--- config.mk ---
export PLATFORM = sky130hd
export DESIGN_NAME = mem_ctrl_monitor_top
export DESIGN_NICKNAME = d
export VERILOG_FILES = /design/src/source/opb_bus_pkg.sv /design/src/source/mem_ctrl_pkg.sv /design/src/source/opb_reg_if.sv /design/src/source/opb_slave_decode.sv /design/src/source/state_occupancy_counters.sv /design/src/source/ctrl_reg_file.sv /design/src/source/mem_ctrl_monitor_top.sv
export SDC_FILE = /design/constraint.sdc
export NUM_CORES = 2
export LEC_CHECK = 0
export ABC_AREA = 0
export ABC_CLOCK_PERIOD_IN_PS = 4400
export BUFFER_PORTS_ARGS = -buffer_cell sky130_fd_sc_hd__buf_2
export CORE_ASPECT_RATIO = 0.6
export CORE_MARGIN = 2
export CORE_UTILIZATION = 34
export CTS_CLUSTER_SIZE = 28
export DETAILED_ROUTE_END_ITERATION = 7
export GPL_TIMING_DRIVEN = 0
export HOLD_SLACK_MARGIN = 0.05
export PLACE_DENSITY = 0.57
export SLEW_MARGIN = 40
export SYNTH_ARGS = -nofsm -noshare
export SYNTH_HDL_FRONTEND = slang
export SYNTH_HIERARCHICAL = 1
export SYNTH_SLANG_ARGS = --single-unit
--- constraint.sdc ---
create_clock -name OPB_Clk -period 4.4 [get_ports OPB_Clk]
set_input_delay 0.66 -clock OPB_Clk [delete_from_list [all_inputs] [get_ports OPB_Clk]]
set_output_delay 0.66 -clock OPB_Clk [all_outputs]
set_load 0.01 [all_outputs]
--- src/source/opb_bus_pkg.sv ---
package opb_bus_pkg;

  localparam int opb_addr_width  = 32;
  localparam int opb_data_width  = 32;
  localparam int opb_be_width    = opb_data_width / 8;
  localparam int reg_index_width = 8;

  // Word index starts at this offset bit
  localparam int reg_index_lsb = 2;

  typedef logic [opb_addr_width-1:0]  opb_addr_t;
  typedef logic [opb_data_width-1:0]  opb_data_t;
  typedef logic [opb_be_width-1:0]    opb_be_t;
  typedef logic [reg_index_width-1:0] reg_index_t;

  // 1 KB register window, base included and high address excluded
  localparam opb_addr_t opb_base_addr = 32'h0002_0000;
  localparam opb_addr_t opb_high_addr = 32'h0002_0400;

endpackage

--- src/source/mem_ctrl_pkg.sv ---
package mem_ctrl_pkg;

  typedef logic [3:0]  state_code_t;
  typedef logic [31:0] ctr_value_t;

  // DRAM states 0 to 7 and OPB states 0 to 5 have their own counter, plus one SX each
  localparam int ddr3_ctr_num = 9;
  localparam int opb_ctr_num  = 7;

  typedef ctr_value_t [ddr3_ctr_num-1:0] ddr3_ctr_array_t;
  typedef ctr_value_t [opb_ctr_num-1:0]  opb_ctr_array_t;

  typedef logic [$clog2(ddr3_ctr_num)-1:0] ddr3_ctr_sel_t;
  typedef logic [$clog2(opb_ctr_num)-1:0]  opb_ctr_sel_t;

  // ==========================================================================
  // Register word indices
  // ==========================================================================
  localparam opb_bus_pkg::reg_index_t reg_softaddr     = 8'd0;
  localparam opb_bus_pkg::reg_index_t reg_phyready     = 8'd1;
  localparam opb_bus_pkg::reg_index_t reg_override     = 8'd2;
  localparam opb_bus_pkg::reg_index_t reg_arbstate     = 8'd3;
  localparam opb_bus_pkg::reg_index_t reg_memstate     = 8'd4;
  localparam opb_bus_pkg::reg_index_t reg_ddr3_s0      = 8'd5;
  localparam opb_bus_pkg::reg_index_t reg_ddr3_s1      = 8'd6;
  localparam opb_bus_pkg::reg_index_t reg_ddr3_s2      = 8'd7;
  localparam opb_bus_pkg::reg_index_t reg_ddr3_s3      = 8'd8;
  localparam opb_bus_pkg::reg_index_t reg_ddr3_s4      = 8'd9;
  localparam opb_bus_pkg::reg_index_t reg_ddr3_s5      = 8'd10;
  localparam opb_bus_pkg::reg_index_t reg_ddr3_s6      = 8'd11;
  localparam opb_bus_pkg::reg_index_t reg_ddr3_s7      = 8'd12;
  localparam opb_bus_pkg::reg_index_t reg_ddr3_sx      = 8'd13;
  localparam opb_bus_pkg::reg_index_t reg_opb_s0       = 8'd14;
  localparam opb_bus_pkg::reg_index_t reg_opb_s1       = 8'd15;
  localparam opb_bus_pkg::reg_index_t reg_opb_s2       = 8'd16;
  localparam opb_bus_pkg::reg_index_t reg_opb_s3       = 8'd17;
  localparam opb_bus_pkg::reg_index_t reg_opb_s4       = 8'd18;
  localparam opb_bus_pkg::reg_index_t reg_opb_s5       = 8'd19;
  localparam opb_bus_pkg::reg_index_t reg_opb_sx       = 8'd20;
  localparam opb_bus_pkg::reg_index_t reg_opb_ctr_rst  = 8'd21;
  localparam opb_bus_pkg::reg_index_t reg_ddr3_ctr_rst = 8'd22;
  localparam opb_bus_pkg::reg_index_t reg_opb_addr_lil = 8'd23;
  localparam opb_bus_pkg::reg_index_t reg_opb_addr_big = 8'd24;

endpackage

--- src/source/opb_reg_if.sv ---
`timescale 1ns/1ps

interface opb_reg_if;

  logic                   req;
  logic                   rnw;
  opb_bus_pkg::reg_index_t index;
  opb_bus_pkg::opb_be_t    be;
  opb_bus_pkg::opb_data_t  wdata;
  opb_bus_pkg::opb_data_t  rdata;
  logic                   ack;
  logic                   err;

  // Bus side issues the access
  modport decoder (output req, rnw, index, be, wdata, input rdata, ack, err);

  // Register side answers one cycle after req
  modport regs (input req, rnw, index, be, wdata, output rdata, ack, err);

endinterface

--- src/source/opb_slave_decode.sv ---
`timescale 1ns/1ps

module opb_slave_decode (
  input  logic                                   OPB_Clk,
  input  logic                                   rst_n,
  input  logic [0:opb_bus_pkg::opb_addr_width-1] OPB_ABus,
  input  logic [0:opb_bus_pkg::opb_be_width-1]   OPB_BE,
  input  logic [0:opb_bus_pkg::opb_data_width-1] OPB_DBus,
  input  logic                                   OPB_RNW,
  input  logic                                   OPB_select,
  output logic [0:opb_bus_pkg::opb_data_width-1] Sl_DBus,
  output logic                                   Sl_xferAck,
  output logic                                   Sl_errAck,
  output logic                                   Sl_retry,
  output logic                                   Sl_toutSup,
  opb_reg_if.decoder                             bus
);

  typedef enum logic [1:0] {idle, wait_resp, wait_release} dec_state_t;

  dec_state_t             state;
  opb_bus_pkg::opb_addr_t addr;
  opb_bus_pkg::opb_addr_t offset;
  logic                   in_range;

  // OPB numbers bits MSB first, so plain assignment to a [n:0] vector flips the indices
  assign addr     = OPB_ABus;
  assign offset   = addr - opb_bus_pkg::opb_base_addr;
  assign in_range = (addr >= opb_bus_pkg::opb_base_addr) &&
                    (addr < opb_bus_pkg::opb_high_addr);

  always_ff @(posedge OPB_Clk) begin
    if (!rst_n) begin
      state   <= idle;
      bus.req <= 1'b0;
    end else begin
      bus.req <= 1'b0;
      case (state)
        idle: begin
          if (OPB_select && in_range) begin
            bus.req <= 1'b1;
            state   <= wait_resp;
          end
        end
        wait_resp: begin
          if (bus.ack || bus.err) begin
            state <= wait_release;
          end
        end
        // Master must drop select before the next access is taken
        wait_release: begin
          if (!OPB_select) begin
            state <= idle;
          end
        end
        default: state <= idle;
      endcase
    end
  end

  always_ff @(posedge OPB_Clk) begin
    if (state == idle && OPB_select) begin
      bus.rnw   <= OPB_RNW;
      bus.index <= offset[opb_bus_pkg::reg_index_lsb +: opb_bus_pkg::reg_index_width];
      bus.be    <= OPB_BE;
      bus.wdata <= OPB_DBus;
    end
  end

  // Response goes straight back onto the bus
  assign Sl_DBus    = bus.rdata;
  assign Sl_xferAck = bus.ack;
  assign Sl_errAck  = bus.err;
  assign Sl_retry   = 1'b0;
  assign Sl_toutSup = 1'b0;

endmodule

--- src/source/state_occupancy_counters.sv ---
`timescale 1ns/1ps

module state_occupancy_counters (
  input  logic                          OPB_Clk,
  input  logic                          rst_n,
  input  mem_ctrl_pkg::state_code_t     mem_dram_state,
  input  mem_ctrl_pkg::state_code_t     mem_opb_state,
  input  logic                          opb_ctr_rst,
  input  logic                          ddr3_ctr_rst,
  output mem_ctrl_pkg::ddr3_ctr_array_t ddr3_ctrs,
  output mem_ctrl_pkg::opb_ctr_array_t  opb_ctrs
);

  mem_ctrl_pkg::ddr3_ctr_sel_t ddr3_sel;
  mem_ctrl_pkg::opb_ctr_sel_t  opb_sel;

  // The top counter of each bank collects every code without a counter of its own
  always_comb begin
    if (int'(mem_dram_state) < mem_ctrl_pkg::ddr3_ctr_num - 1) begin
      ddr3_sel = mem_ctrl_pkg::ddr3_ctr_sel_t'(mem_dram_state);
    end else begin
      ddr3_sel = mem_ctrl_pkg::ddr3_ctr_sel_t'(mem_ctrl_pkg::ddr3_ctr_num - 1);
    end
  end

  always_comb begin
    if (int'(mem_opb_state) < mem_ctrl_pkg::opb_ctr_num - 1) begin
      opb_sel = mem_ctrl_pkg::opb_ctr_sel_t'(mem_opb_state);
    end else begin
      opb_sel = mem_ctrl_pkg::opb_ctr_sel_t'(mem_ctrl_pkg::opb_ctr_num - 1);
    end
  end

  // ==========================================================================
  // Counter banks, held at zero while their clear level is high
  // ==========================================================================
  always_ff @(posedge OPB_Clk) begin
    if (!rst_n) begin
      ddr3_ctrs <= '0;
    end else if (ddr3_ctr_rst) begin
      ddr3_ctrs <= '0;
    end else begin
      ddr3_ctrs[ddr3_sel] <= ddr3_ctrs[ddr3_sel] + 1'b1;
    end
  end

  always_ff @(posedge OPB_Clk) begin
    if (!rst_n) begin
      opb_ctrs <= '0;
    end else if (opb_ctr_rst) begin
      opb_ctrs <= '0;
    end else begin
      opb_ctrs[opb_sel] <= opb_ctrs[opb_sel] + 1'b1;
    end
  end

endmodule

--- src/source/ctrl_reg_file.sv ---
`timescale 1ns/1ps

module ctrl_reg_file (
  input  logic                          OPB_Clk,
  input  logic                          rst_n,
  opb_reg_if.regs                       bus,
  input  mem_ctrl_pkg::ddr3_ctr_array_t ddr3_ctrs,
  input  mem_ctrl_pkg::opb_ctr_array_t  opb_ctrs,
  input  mem_ctrl_pkg::state_code_t     mem_dram_state,
  input  mem_ctrl_pkg::state_code_t     mem_opb_state,
  input  mem_ctrl_pkg::state_code_t     arbiter_state,
  input  logic                          arbiter_conflict,
  input  logic                          phy_ready,
  input  opb_bus_pkg::opb_data_t        ctrl_opb_addr_lil,
  input  opb_bus_pkg::opb_data_t        ctrl_opb_addr_big,
  output opb_bus_pkg::opb_data_t        software_address_bits,
  output logic                          cpu_override_en,
  output logic                          cpu_override_sel,
  output logic                          opb_ctr_rst,
  output logic                          ddr3_ctr_rst
);

  opb_bus_pkg::opb_data_t      rd_word;
  logic                        hit;
  mem_ctrl_pkg::ddr3_ctr_sel_t ddr3_off;
  mem_ctrl_pkg::opb_ctr_sel_t  opb_off;

  assign ddr3_off = mem_ctrl_pkg::ddr3_ctr_sel_t'(bus.index - mem_ctrl_pkg::reg_ddr3_s0);
  assign opb_off  = mem_ctrl_pkg::opb_ctr_sel_t'(bus.index - mem_ctrl_pkg::reg_opb_s0);

  // ==========================================================================
  // Read multiplexer and index decode
  // ==========================================================================
  always_comb begin
    hit     = 1'b1;
    rd_word = '0;
    case (bus.index)
      mem_ctrl_pkg::reg_softaddr: rd_word = software_address_bits;
      mem_ctrl_pkg::reg_phyready: rd_word = {31'b0, phy_ready};
      mem_ctrl_pkg::reg_override: begin
        rd_word = {24'b0, cpu_override_en, 6'b0, cpu_override_sel};
      end
      mem_ctrl_pkg::reg_arbstate: begin
        rd_word = {24'b0, arbiter_conflict, 3'b0, arbiter_state};
      end
      mem_ctrl_pkg::reg_memstate: rd_word = {24'b0, mem_opb_state, mem_dram_state};
      mem_ctrl_pkg::reg_ddr3_s0, mem_ctrl_pkg::reg_ddr3_s1, mem_ctrl_pkg::reg_ddr3_s2,
      mem_ctrl_pkg::reg_ddr3_s3, mem_ctrl_pkg::reg_ddr3_s4, mem_ctrl_pkg::reg_ddr3_s5,
      mem_ctrl_pkg::reg_ddr3_s6, mem_ctrl_pkg::reg_ddr3_s7, mem_ctrl_pkg::reg_ddr3_sx: begin
        rd_word = ddr3_ctrs[ddr3_off];
      end
      mem_ctrl_pkg::reg_opb_s0, mem_ctrl_pkg::reg_opb_s1, mem_ctrl_pkg::reg_opb_s2,
      mem_ctrl_pkg::reg_opb_s3, mem_ctrl_pkg::reg_opb_s4, mem_ctrl_pkg::reg_opb_s5,
      mem_ctrl_pkg::reg_opb_sx: begin
        rd_word = opb_ctrs[opb_off];
      end
      mem_ctrl_pkg::reg_opb_ctr_rst:  rd_word = {31'b0, opb_ctr_rst};
      mem_ctrl_pkg::reg_ddr3_ctr_rst: rd_word = {31'b0, ddr3_ctr_rst};
      mem_ctrl_pkg::reg_opb_addr_lil: rd_word = ctrl_opb_addr_lil;
      mem_ctrl_pkg::reg_opb_addr_big: rd_word = ctrl_opb_addr_big;
      default: hit = 1'b0;
    endcase
  end

  // ==========================================================================
  // Response and writable registers
  // ==========================================================================
  always_ff @(posedge OPB_Clk) begin
    if (!rst_n) begin
      bus.ack               <= 1'b0;
      bus.err               <= 1'b0;
      bus.rdata             <= '0;
      software_address_bits <= '0;
      cpu_override_en       <= 1'b0;
      cpu_override_sel      <= 1'b0;
      opb_ctr_rst           <= 1'b0;
      ddr3_ctr_rst          <= 1'b0;
    end else begin
      bus.ack   <= bus.req && hit;
      bus.err   <= bus.req && !hit;
      // Read data is only driven in the acknowledge cycle of a read
      bus.rdata <= (bus.req && bus.rnw) ? rd_word : '0;
      if (bus.req && !bus.rnw) begin
        case (bus.index)
          mem_ctrl_pkg::reg_softaddr: begin
            for (int i = 0; i < opb_bus_pkg::opb_be_width; i++) begin
              if (bus.be[i]) begin
                software_address_bits[8*i +: 8] <= bus.wdata[8*i +: 8];
              end
            end
          end
          mem_ctrl_pkg::reg_override: begin
            if (bus.be[0]) begin
              cpu_override_en  <= bus.wdata[7];
              cpu_override_sel <= bus.wdata[0];
            end
          end
          mem_ctrl_pkg::reg_opb_ctr_rst: begin
            if (bus.be[0]) begin
              opb_ctr_rst <= bus.wdata[0];
            end
          end
          mem_ctrl_pkg::reg_ddr3_ctr_rst: begin
            if (bus.be[0]) begin
              ddr3_ctr_rst <= bus.wdata[0];
            end
          end
          // Status words ignore writes
          default: ;
        endcase
      end
    end
  end

endmodule

--- src/source/mem_ctrl_monitor_top.sv ---
`timescale 1ns/1ps

module mem_ctrl_monitor_top (
  input  logic                                   OPB_Clk,
  input  logic                                   rst_n,
  input  logic [0:opb_bus_pkg::opb_addr_width-1] OPB_ABus,
  input  logic [0:opb_bus_pkg::opb_be_width-1]   OPB_BE,
  input  logic [0:opb_bus_pkg::opb_data_width-1] OPB_DBus,
  input  logic                                   OPB_RNW,
  input  logic                                   OPB_select,
  // Bursts are not supported, each beat is a separate access
  input  logic                                   OPB_seqAddr,
  output logic [0:opb_bus_pkg::opb_data_width-1] Sl_DBus,
  output logic                                   Sl_errAck,
  output logic                                   Sl_retry,
  output logic                                   Sl_toutSup,
  output logic                                   Sl_xferAck,
  input  mem_ctrl_pkg::state_code_t              mem_dram_state,
  input  mem_ctrl_pkg::state_code_t              mem_opb_state,
  input  mem_ctrl_pkg::state_code_t              arbiter_state,
  input  logic                                   arbiter_conflict,
  input  logic                                   phy_ready,
  input  opb_bus_pkg::opb_data_t                 ctrl_opb_addr_lil,
  input  opb_bus_pkg::opb_data_t                 ctrl_opb_addr_big,
  output opb_bus_pkg::opb_data_t                 software_address_bits,
  output logic                                   cpu_override_en,
  output logic                                   cpu_override_sel,
  output logic                                   opb_ctr_rst,
  output logic                                   ddr3_ctr_rst
);

  mem_ctrl_pkg::ddr3_ctr_array_t ddr3_ctrs;
  mem_ctrl_pkg::opb_ctr_array_t  opb_ctrs;

  opb_reg_if reg_bus ();

  opb_slave_decode u_decode (
    .OPB_Clk    (OPB_Clk),
    .rst_n      (rst_n),
    .OPB_ABus   (OPB_ABus),
    .OPB_BE     (OPB_BE),
    .OPB_DBus   (OPB_DBus),
    .OPB_RNW    (OPB_RNW),
    .OPB_select (OPB_select),
    .Sl_DBus    (Sl_DBus),
    .Sl_xferAck (Sl_xferAck),
    .Sl_errAck  (Sl_errAck),
    .Sl_retry   (Sl_retry),
    .Sl_toutSup (Sl_toutSup),
    .bus        (reg_bus.decoder)
  );

  ctrl_reg_file u_regs (
    .OPB_Clk               (OPB_Clk),
    .rst_n                 (rst_n),
    .bus                   (reg_bus.regs),
    .ddr3_ctrs             (ddr3_ctrs),
    .opb_ctrs              (opb_ctrs),
    .mem_dram_state        (mem_dram_state),
    .mem_opb_state         (mem_opb_state),
    .arbiter_state         (arbiter_state),
    .arbiter_conflict      (arbiter_conflict),
    .phy_ready             (phy_ready),
    .ctrl_opb_addr_lil     (ctrl_opb_addr_lil),
    .ctrl_opb_addr_big     (ctrl_opb_addr_big),
    .software_address_bits (software_address_bits),
    .cpu_override_en       (cpu_override_en),
    .cpu_override_sel      (cpu_override_sel),
    .opb_ctr_rst           (opb_ctr_rst),
    .ddr3_ctr_rst          (ddr3_ctr_rst)
  );

  state_occupancy_counters u_counters (
    .OPB_Clk        (OPB_Clk),
    .rst_n          (rst_n),
    .mem_dram_state (mem_dram_state),
    .mem_opb_state  (mem_opb_state),
    .opb_ctr_rst    (opb_ctr_rst),
    .ddr3_ctr_rst   (ddr3_ctr_rst),
    .ddr3_ctrs      (ddr3_ctrs),
    .opb_ctrs       (opb_ctrs)
  );

endmodule

After elaboration in Yosys (flattened, before gate mapping):

Index checks and enable logic that the tools add are counted.
W data, S select, Z words.

* output and inout port bits: 72
* flip-flop bits (word level): 630
* word-level logic and storage cells: 130
* bits of input ports: 151

* muxes and demuxes: 23
* equal/unequal tests: 29
* add/sub/neg operators: 5
* reductions and logical operators: 29
* order comparisons: 10
* bitwise logic cells: 1

Operators with widths (number)
* $pmux W32 S11: 1
* $bwmux W288: 1
* $bmux W32 S4: 2
* $bwmux W224: 1
* $bmux W32 S3: 2
* $mux W32: 6
* $demux W32 S4: 1
* $demux W32 S3: 1
* $eq A8 B5 Y1 const B: 9
* $add A32 B1 Y32 const B: 2
* $eq A8 B4 Y1 const B: 8
* $eq A8 B3 Y1 const B: 4
* $ge A32 B18 Y1 const B: 1
* $lt A32 B18 Y1 const B: 1
* $reduce_or A25 Y1: 1
* $reduce_and A3 Y1: 8
* $eq A8 B2 Y1 const B: 2
* $lt A4 B5 Y1 const B: 2
* $sub A10 B1 Y10 const B: 1
* $logic_and A1 B1 Y1: 9
* $reduce_or A9 Y1: 1
* $eq A8 B1 Y1 const B: 1
* $logic_not A8 Y1: 1
* $lt A3 B4 Y1 const B: 2
* other kinds (22): 29

Logic depth before layout (Yosys ltp):

* depth after elaboration: 7
* gate-level depth with buffers: 16

Cells and area by module:

The synthesis kept the hierarchy.

Modules (own cells, without submodules)
* state_occupancy_counters: seq. area each 10249.8 µm², instances 1, cells each 2705, area each 23158.5 µm²
* ctrl_reg_file: seq. area each 1401.3 µm², instances 1, cells each 787, area each 7412.1 µm²
* opb_slave_decode: seq. area each 1411.4 µm², instances 1, cells each 101, area each 1821.7 µm²

Worst setup path before layout:

Ideal clock, no wire load.

* path type: input to register
* from: in mem_dram_state[3]
* to: reg u_counters/ddr3_ctrs[278] (netlist bit)
* arrival: 3435 ps
* stages on the path: 16
* slack: 833 ps
* required time: 4268 ps
* setup time: 132 ps
* cells stage by stage: buf_2 -> buf_4 -> buf_2 -> buf_2 -> nand2_1 -> o31ai_1 -> a32oi_1 -> inv_1 -> ha_1 -> o2111ai_1 -> a211oi_2 -> nand3_2 -> or4_1 -> clkbuf_1 -> nand3_1 -> a21oi_1

* cells in the longest elaborated chain, start to end: 7

Ends and longest elaborated chain
* from (decl): RTL line mem_ctrl_monitor_top.sv:18 `input mem_ctrl_pkg::state_code_t mem_dram_state,`
* $lt A4 B4 Y1: RTL line state_occupancy_counters.sv:19 `if (int'(mem_dram_state) < mem_ctrl_pkg::ddr3_ctr_num - 1) begin`
* $mux W4 *: RTL line state_occupancy_counters.sv:19
* parallel branches: the longest is 4 deep, another holds $add A32 B1 Y32
* $bwmux W288 *: RTL line state_occupancy_counters.sv:43 `ddr3_ctrs[ddr3_sel] <= ddr3_ctrs[ddr3_sel] + 1'b1;`
* to (signal, indexed assignment): RTL line state_occupancy_counters.sv:43
* to (decl): RTL line state_occupancy_counters.sv:10 `output mem_ctrl_pkg::ddr3_ctr_array_t ddr3_ctrs,`

Mark *: on every way between the ends. The select of a mux whose other input is x is not followed.
A chain may end at the register's enable or synchronous reset.

Worst setup path after layout:

* from: reg u_decode.bus.index[1]
* to: reg u_regs.bus.rdata[28]

* cells in the longest elaborated chain, start to end: 4

Ends and longest elaborated chain
* from (decl): RTL line opb_reg_if.sv:15 `modport decoder (output req, rnw, index, be, wdata, input rdata, ack, err);`
* from (signal assigned): RTL line opb_slave_decode.sv:64 `bus.index <= offset[opb_bus_pkg::reg_index_lsb +: opb_bus_pkg::reg_index_width];`
* $sub A4 B3 Y4 / $sub A3 B3 Y3 (equally long branches): RTL line ctrl_reg_file.sv:28, ctrl_reg_file.sv:29
* $bmux W32 S4 / $bmux W32 S3 (equally long branches): RTL line ctrl_reg_file.sv:50, ctrl_reg_file.sv:55
* $mux W32 (on tied branches): RTL line ctrl_reg_file.sv:50, ctrl_reg_file.sv:55
* $pmux W32 S11 *: RTL line ctrl_reg_file.sv:37 `case (bus.index)`
* to (signal assigned): RTL line ctrl_reg_file.sv:82 `bus.rdata <= (bus.req && bus.rnw) ? rd_word : '0;`
* to (decl): RTL line opb_reg_if.sv:18 `modport regs (input req, rnw, index, be, wdata, output rdata, ack, err);`

Every way passes the cells marked *; elsewhere a longest branch is shown, timed or not. The select of a mux whose other input is x is not followed.

==> impl_metrics.toml <==
[logic_synthesis]
synthMuxAreaShare = 0.141
synth-simple-area-share = 0.162
ys_types = 96
postSynthCellCount = 3593
syn-cell-area_sq_um = 32400
avgSynthCellArea_sq_um = 9.02
synth_compound_gate_area_share = 0.215
synth_adder_area_share = 0.00386
synth_top_family_by_area = "compound AO/OA/AOI/OAI gates"
seq_area_frac_synth = 0.403
ys.flop_type = "dfxtp_1"
synth_edf_count = 45
synthXorXnorAreaFrac = 0.0170
ys_warn_count = 6
synth-seq-cells = 630
synthArstFlopShare = 0

[critical_path]
r2r-end = "u_regs/bus.rdata[28]"
slowest_stage = "clkbuf_1"
crit_arrival_ns = 5.11
worstSetupEndpointType = "flip-flop"
path_class = "reg -> reg"
setup.worst_path.start_class = "flip-flop"
reg2reg_slack_ns = -0.22
cpMostUsedCell = "clkbuf_1"
cp_top_family = "buffers and inverters"
crit_buf_inv = 5
path_cells = "clkbuf_2 -> clkbuf_4 -> inv_1 -> ha_1 -> clkbuf_1 -> clkbuf_1 -> o21ai_0 -> a22oi_1 -> a21oi_1"
worst_path_largest_cell_delay_ns = 0.76
worst-r2r-cell-count = 9
crit_path_max_fanout = 19
r2r-start = "u_decode/bus.index[1]"
cp.required_ns = 4.89

[timing]
rsz0062_at_grt = "false"
min_period_ns = 4.62
setup_slack_ns = -0.224
fmax_ghz = 0.216
tightest_slew_ns = 1.03
min_period_over_period = 1.05
slew_headroom = 0.310
maxSlewViolCount = 0
finalHoldViolations = 0
setup_violations = 87
clock_skew_ns = 0.0417

[status]
status = "complete, but fails checks"
violations = "setup timing"

[grt]
grt-ovfl-total = 0
grt_max_degree = 20
grtUsageTotal = 0.352
grt_pass1_wl_mm = 243
grt_pass1_vias = 29900
antenna_found_initial = 7

[placed_design]
place_congestion = 1.08
io_buffers = 217
dp_hpwl_mm = 136
placed_cell_area_sq_um = 35500

[pwr]
power_switching_mw = 4.42
combPwrFrac = 0.156
seq_power_share = 0.422
power.density_nw_per_um2 = 379
leakagePower_nw = 14.0
power_mw = 14.5
peakVddDrop_v = 0.000249
internal_power_mw = 10.1
clockPowerShare = 0.422
switching_share = 0.305

[floorplanning]
row_count = 87
start_util = 0.344
die_h_um = 243
core_area_sq_um = 94200
pin_count = 223
die_area_sq_um = 97800
die_x_um = 402

[cells_and_area]
drive_gt1_frac = 0.217
layout_common_cells = "dfxtp_1, a21oi_1, nand2_1, o21ai_0, buf_2"
final_nets = 4077
final_common_cell = "dfxtp_1"
final.fill_count = 9421
syn_to_final_growth_pct = 18.0
utilization = 0.406
final_area_sq_um = 38200

[route]
ant_nets = 0
drcViolationCount = 0
wl_per_cell_um = 34.2
wirelength_mm = 178
via_count = 33600
drt-initial-drc-count = 5867
first_pass_iters = 7
via_per_inst = 6.45

[worst_hold_path]
worstHoldStart = "OPB_DBus[16]"
holdPathEnd = "u_decode/bus.wdata[15]"
hold_class = "in -> reg"
holdPathStages = 1

[clock_tree]
h-tree-depth = 3
cts_made_buffers = 67
cts.clk_slew.worst_paths_ns = 0.06
hold_buffers = 0
clock_sinks = 630
cts_root_buf = "clkbuf_16"
cts_tree = "done"
worstSkewPairLatency_ns = 0.68
clk_path_buf_depth = 3

[run]
drv_cap = 0
==> through the flow <==
| stage | hold slack (ns) | TNS (ns) | setup WS (ns) | cells |
|---|---|---|---|---|
| after floorplan | 0.441 | 0 | 0.833 | 3594 |
| after global placement | 0.455 | -621.92 | -2.40 | 5057 |
| after detailed placement | 0.459 | -287.98 | -1.39 | 5081 |
| after CTS | 0.140 | 0 | 0.00822 | 5206 |
| after global routing | 0.146 | 0 | 0.00179 | 5214 |
| final | 0.158 | -4.08 | -0.224 | 5215 |
==> cell usage after synthesis, types with 10 or more instances <==
library cell | instances | area (sq um)
a211oi_1 | 110 | 826
a21oi_1 | 400 | 2000
a221oi_1 | 39 | 342
a22oi_1 | 109 | 818
a31oi_1 | 13 | 81.3
and2_1 | 18 | 113
and3_1 | 15 | 93.8
buf_1 | 15 | 56.3
buf_2 | 53 | 265
buf_4 | 56 | 420
buf_6 | 10 | 113
clkbuf_1 | 223 | 837
dfxtp_1 | 585 | 11700
edfxtp_1 | 45 | 1350
ha_1 | 10 | 125
inv_1 | 25 | 93.8
mux2_2 | 57 | 642
mux2i_1 | 149 | 1490
mux4_2 | 107 | 2410
nand2_1 | 368 | 1380
nand2b_1 | 10 | 62.6
nand3_1 | 148 | 741
nand4_1 | 32 | 200
nor2_1 | 231 | 867
nor2b_1 | 47 | 294
nor3_1 | 35 | 175
nor3b_1 | 20 | 150
nor4_1 | 10 | 62.6
nor4_2 | 12 | 150
o211ai_1 | 10 | 75.1
o21ai_0 | 316 | 1580
o221ai_1 | 12 | 105
o22ai_1 | 53 | 332
or3_1 | 22 | 138
or4_1 | 10 | 75.1
or4b_2 | 10 | 100
xnor2_1 | 29 | 254
xor2_1 | 25 | 219
==> area by class of cell <==
| class | instances | area [sq um] | share of cell area |
|---|---|---|---|
| Multi-Input combinational cell | 2577 | 17900 | 0.469 |
| Inverter | 25 | 93.8 | 0.00245 |
| Sequential cell | 630 | 13100 | 0.342 |
| Timing Repair Buffer | 254 | 1420 | 0.0370 |
| Tap cell | 1246 | 1560 | 0.0408 |
| Buffer | 361 | 1900 | 0.0497 |
| Clock inverter | 30 | 319 | 0.00835 |
| Clock buffer | 91 | 1960 | 0.0513 |
| Antenna cell | 1 | 2.50 | 0.0000655 |
==> state kept, by name, indices dropped and copies added (netlist names) <==
name / cells
u_decode/bus.index: 8
u_decode/bus.rnw: 1
u_regs/bus.rdata: 32
u_decode/bus.be: 4
u_regs/cpu_override_sel: 1
u_decode/bus.req: 1
u_decode/state: 2
u_decode/bus.wdata: 32
u_regs/bus.err: 1
u_counters/opb_ctrs: 224
u_regs/ddr3_ctr_rst: 1
u_regs/opb_ctr_rst: 1
u_counters/ddr3_ctrs: 288
u_regs/software_address_bits: 32
u_regs/bus.ack: 1
u_regs/cpu_override_en: 1
==> power by group through the flow <==
stage	logic [mW]	registers, mW	clock network (mW)
floorplan	1.14	6.17	0
global route	2.27	6.13	6.39
finish	2.27	6.11	6.12
CTS	2.07	6.11	6.15
detailed placement	2.06	6.23	0
global placement	2.02	6.23	0
==> worst max path at each step <==
stage | depth (start not counted) | to | slack [ns] | start
floorplan | 16 | u_counters/ddr3_ctrs[278] | 0.83 | mem_dram_state[3]
global placement | 11 | u_counters/ddr3_ctrs[93] | -2.40 | mem_dram_state[1]
detailed placement | 12 | u_regs/bus.rdata[29] | -1.39 | u_decode/bus.index[1]
CTS | 13 | u_regs/bus.rdata[3] | 0.008 | u_decode/bus.index[0]
global route | 9 | u_regs/bus.rdata[28] | 0.002 | u_decode/bus.index[1]
finish | 9 | u_regs/bus.rdata[28] | -0.22 | u_decode/bus.index[1]
==> worst register-to-register path, stage by stage (launching register included) <==
cell      delay, ns
edfxtp_1       0.62
clkbuf_2       0.46
clkbuf_4       0.48
inv_1          0.19
ha_1           0.33
clkbuf_1       0.56
clkbuf_1       0.77
o21ai_0        0.37
a22oi_1        0.43
a21oi_1        0.22
==> kinds of logic after synthesis <==
family                     Yosys count
muxes                              316
AOI/OAI and AO/OA                 1144
DFF                                630
and+or+nand+nor                   1047
other                                1
adders and majority gates           10
xor gates and xnor gates            58
buffers and inverters              387
==> layer usage <==
| metal | vias to the layer above | track usage | share of wire |
|---|---|---|---|
| li1 | 13900 | - | - |
| met1 | 16400 | 0.534 | 0.44 |
| met3 | 323 | 0.182 | 0.19 |
| met5 | - | 0 | 0.00021 |
| met2 | 2933 | 0.399 | 0.33 |
| met4 | 4 | 0.126 | 0.039 |
==> what timing repair did <==
| item | 4_1_cts | 5_1_grt |
|---|---|---|
| gates resized for setup | 24 | 42 |
| pin swaps | 3 | 6 |
| setup endpoints to repair | 212 | 286 |
| setup buffers | 5 | 7 |
(Power assumes the default switching activity.)
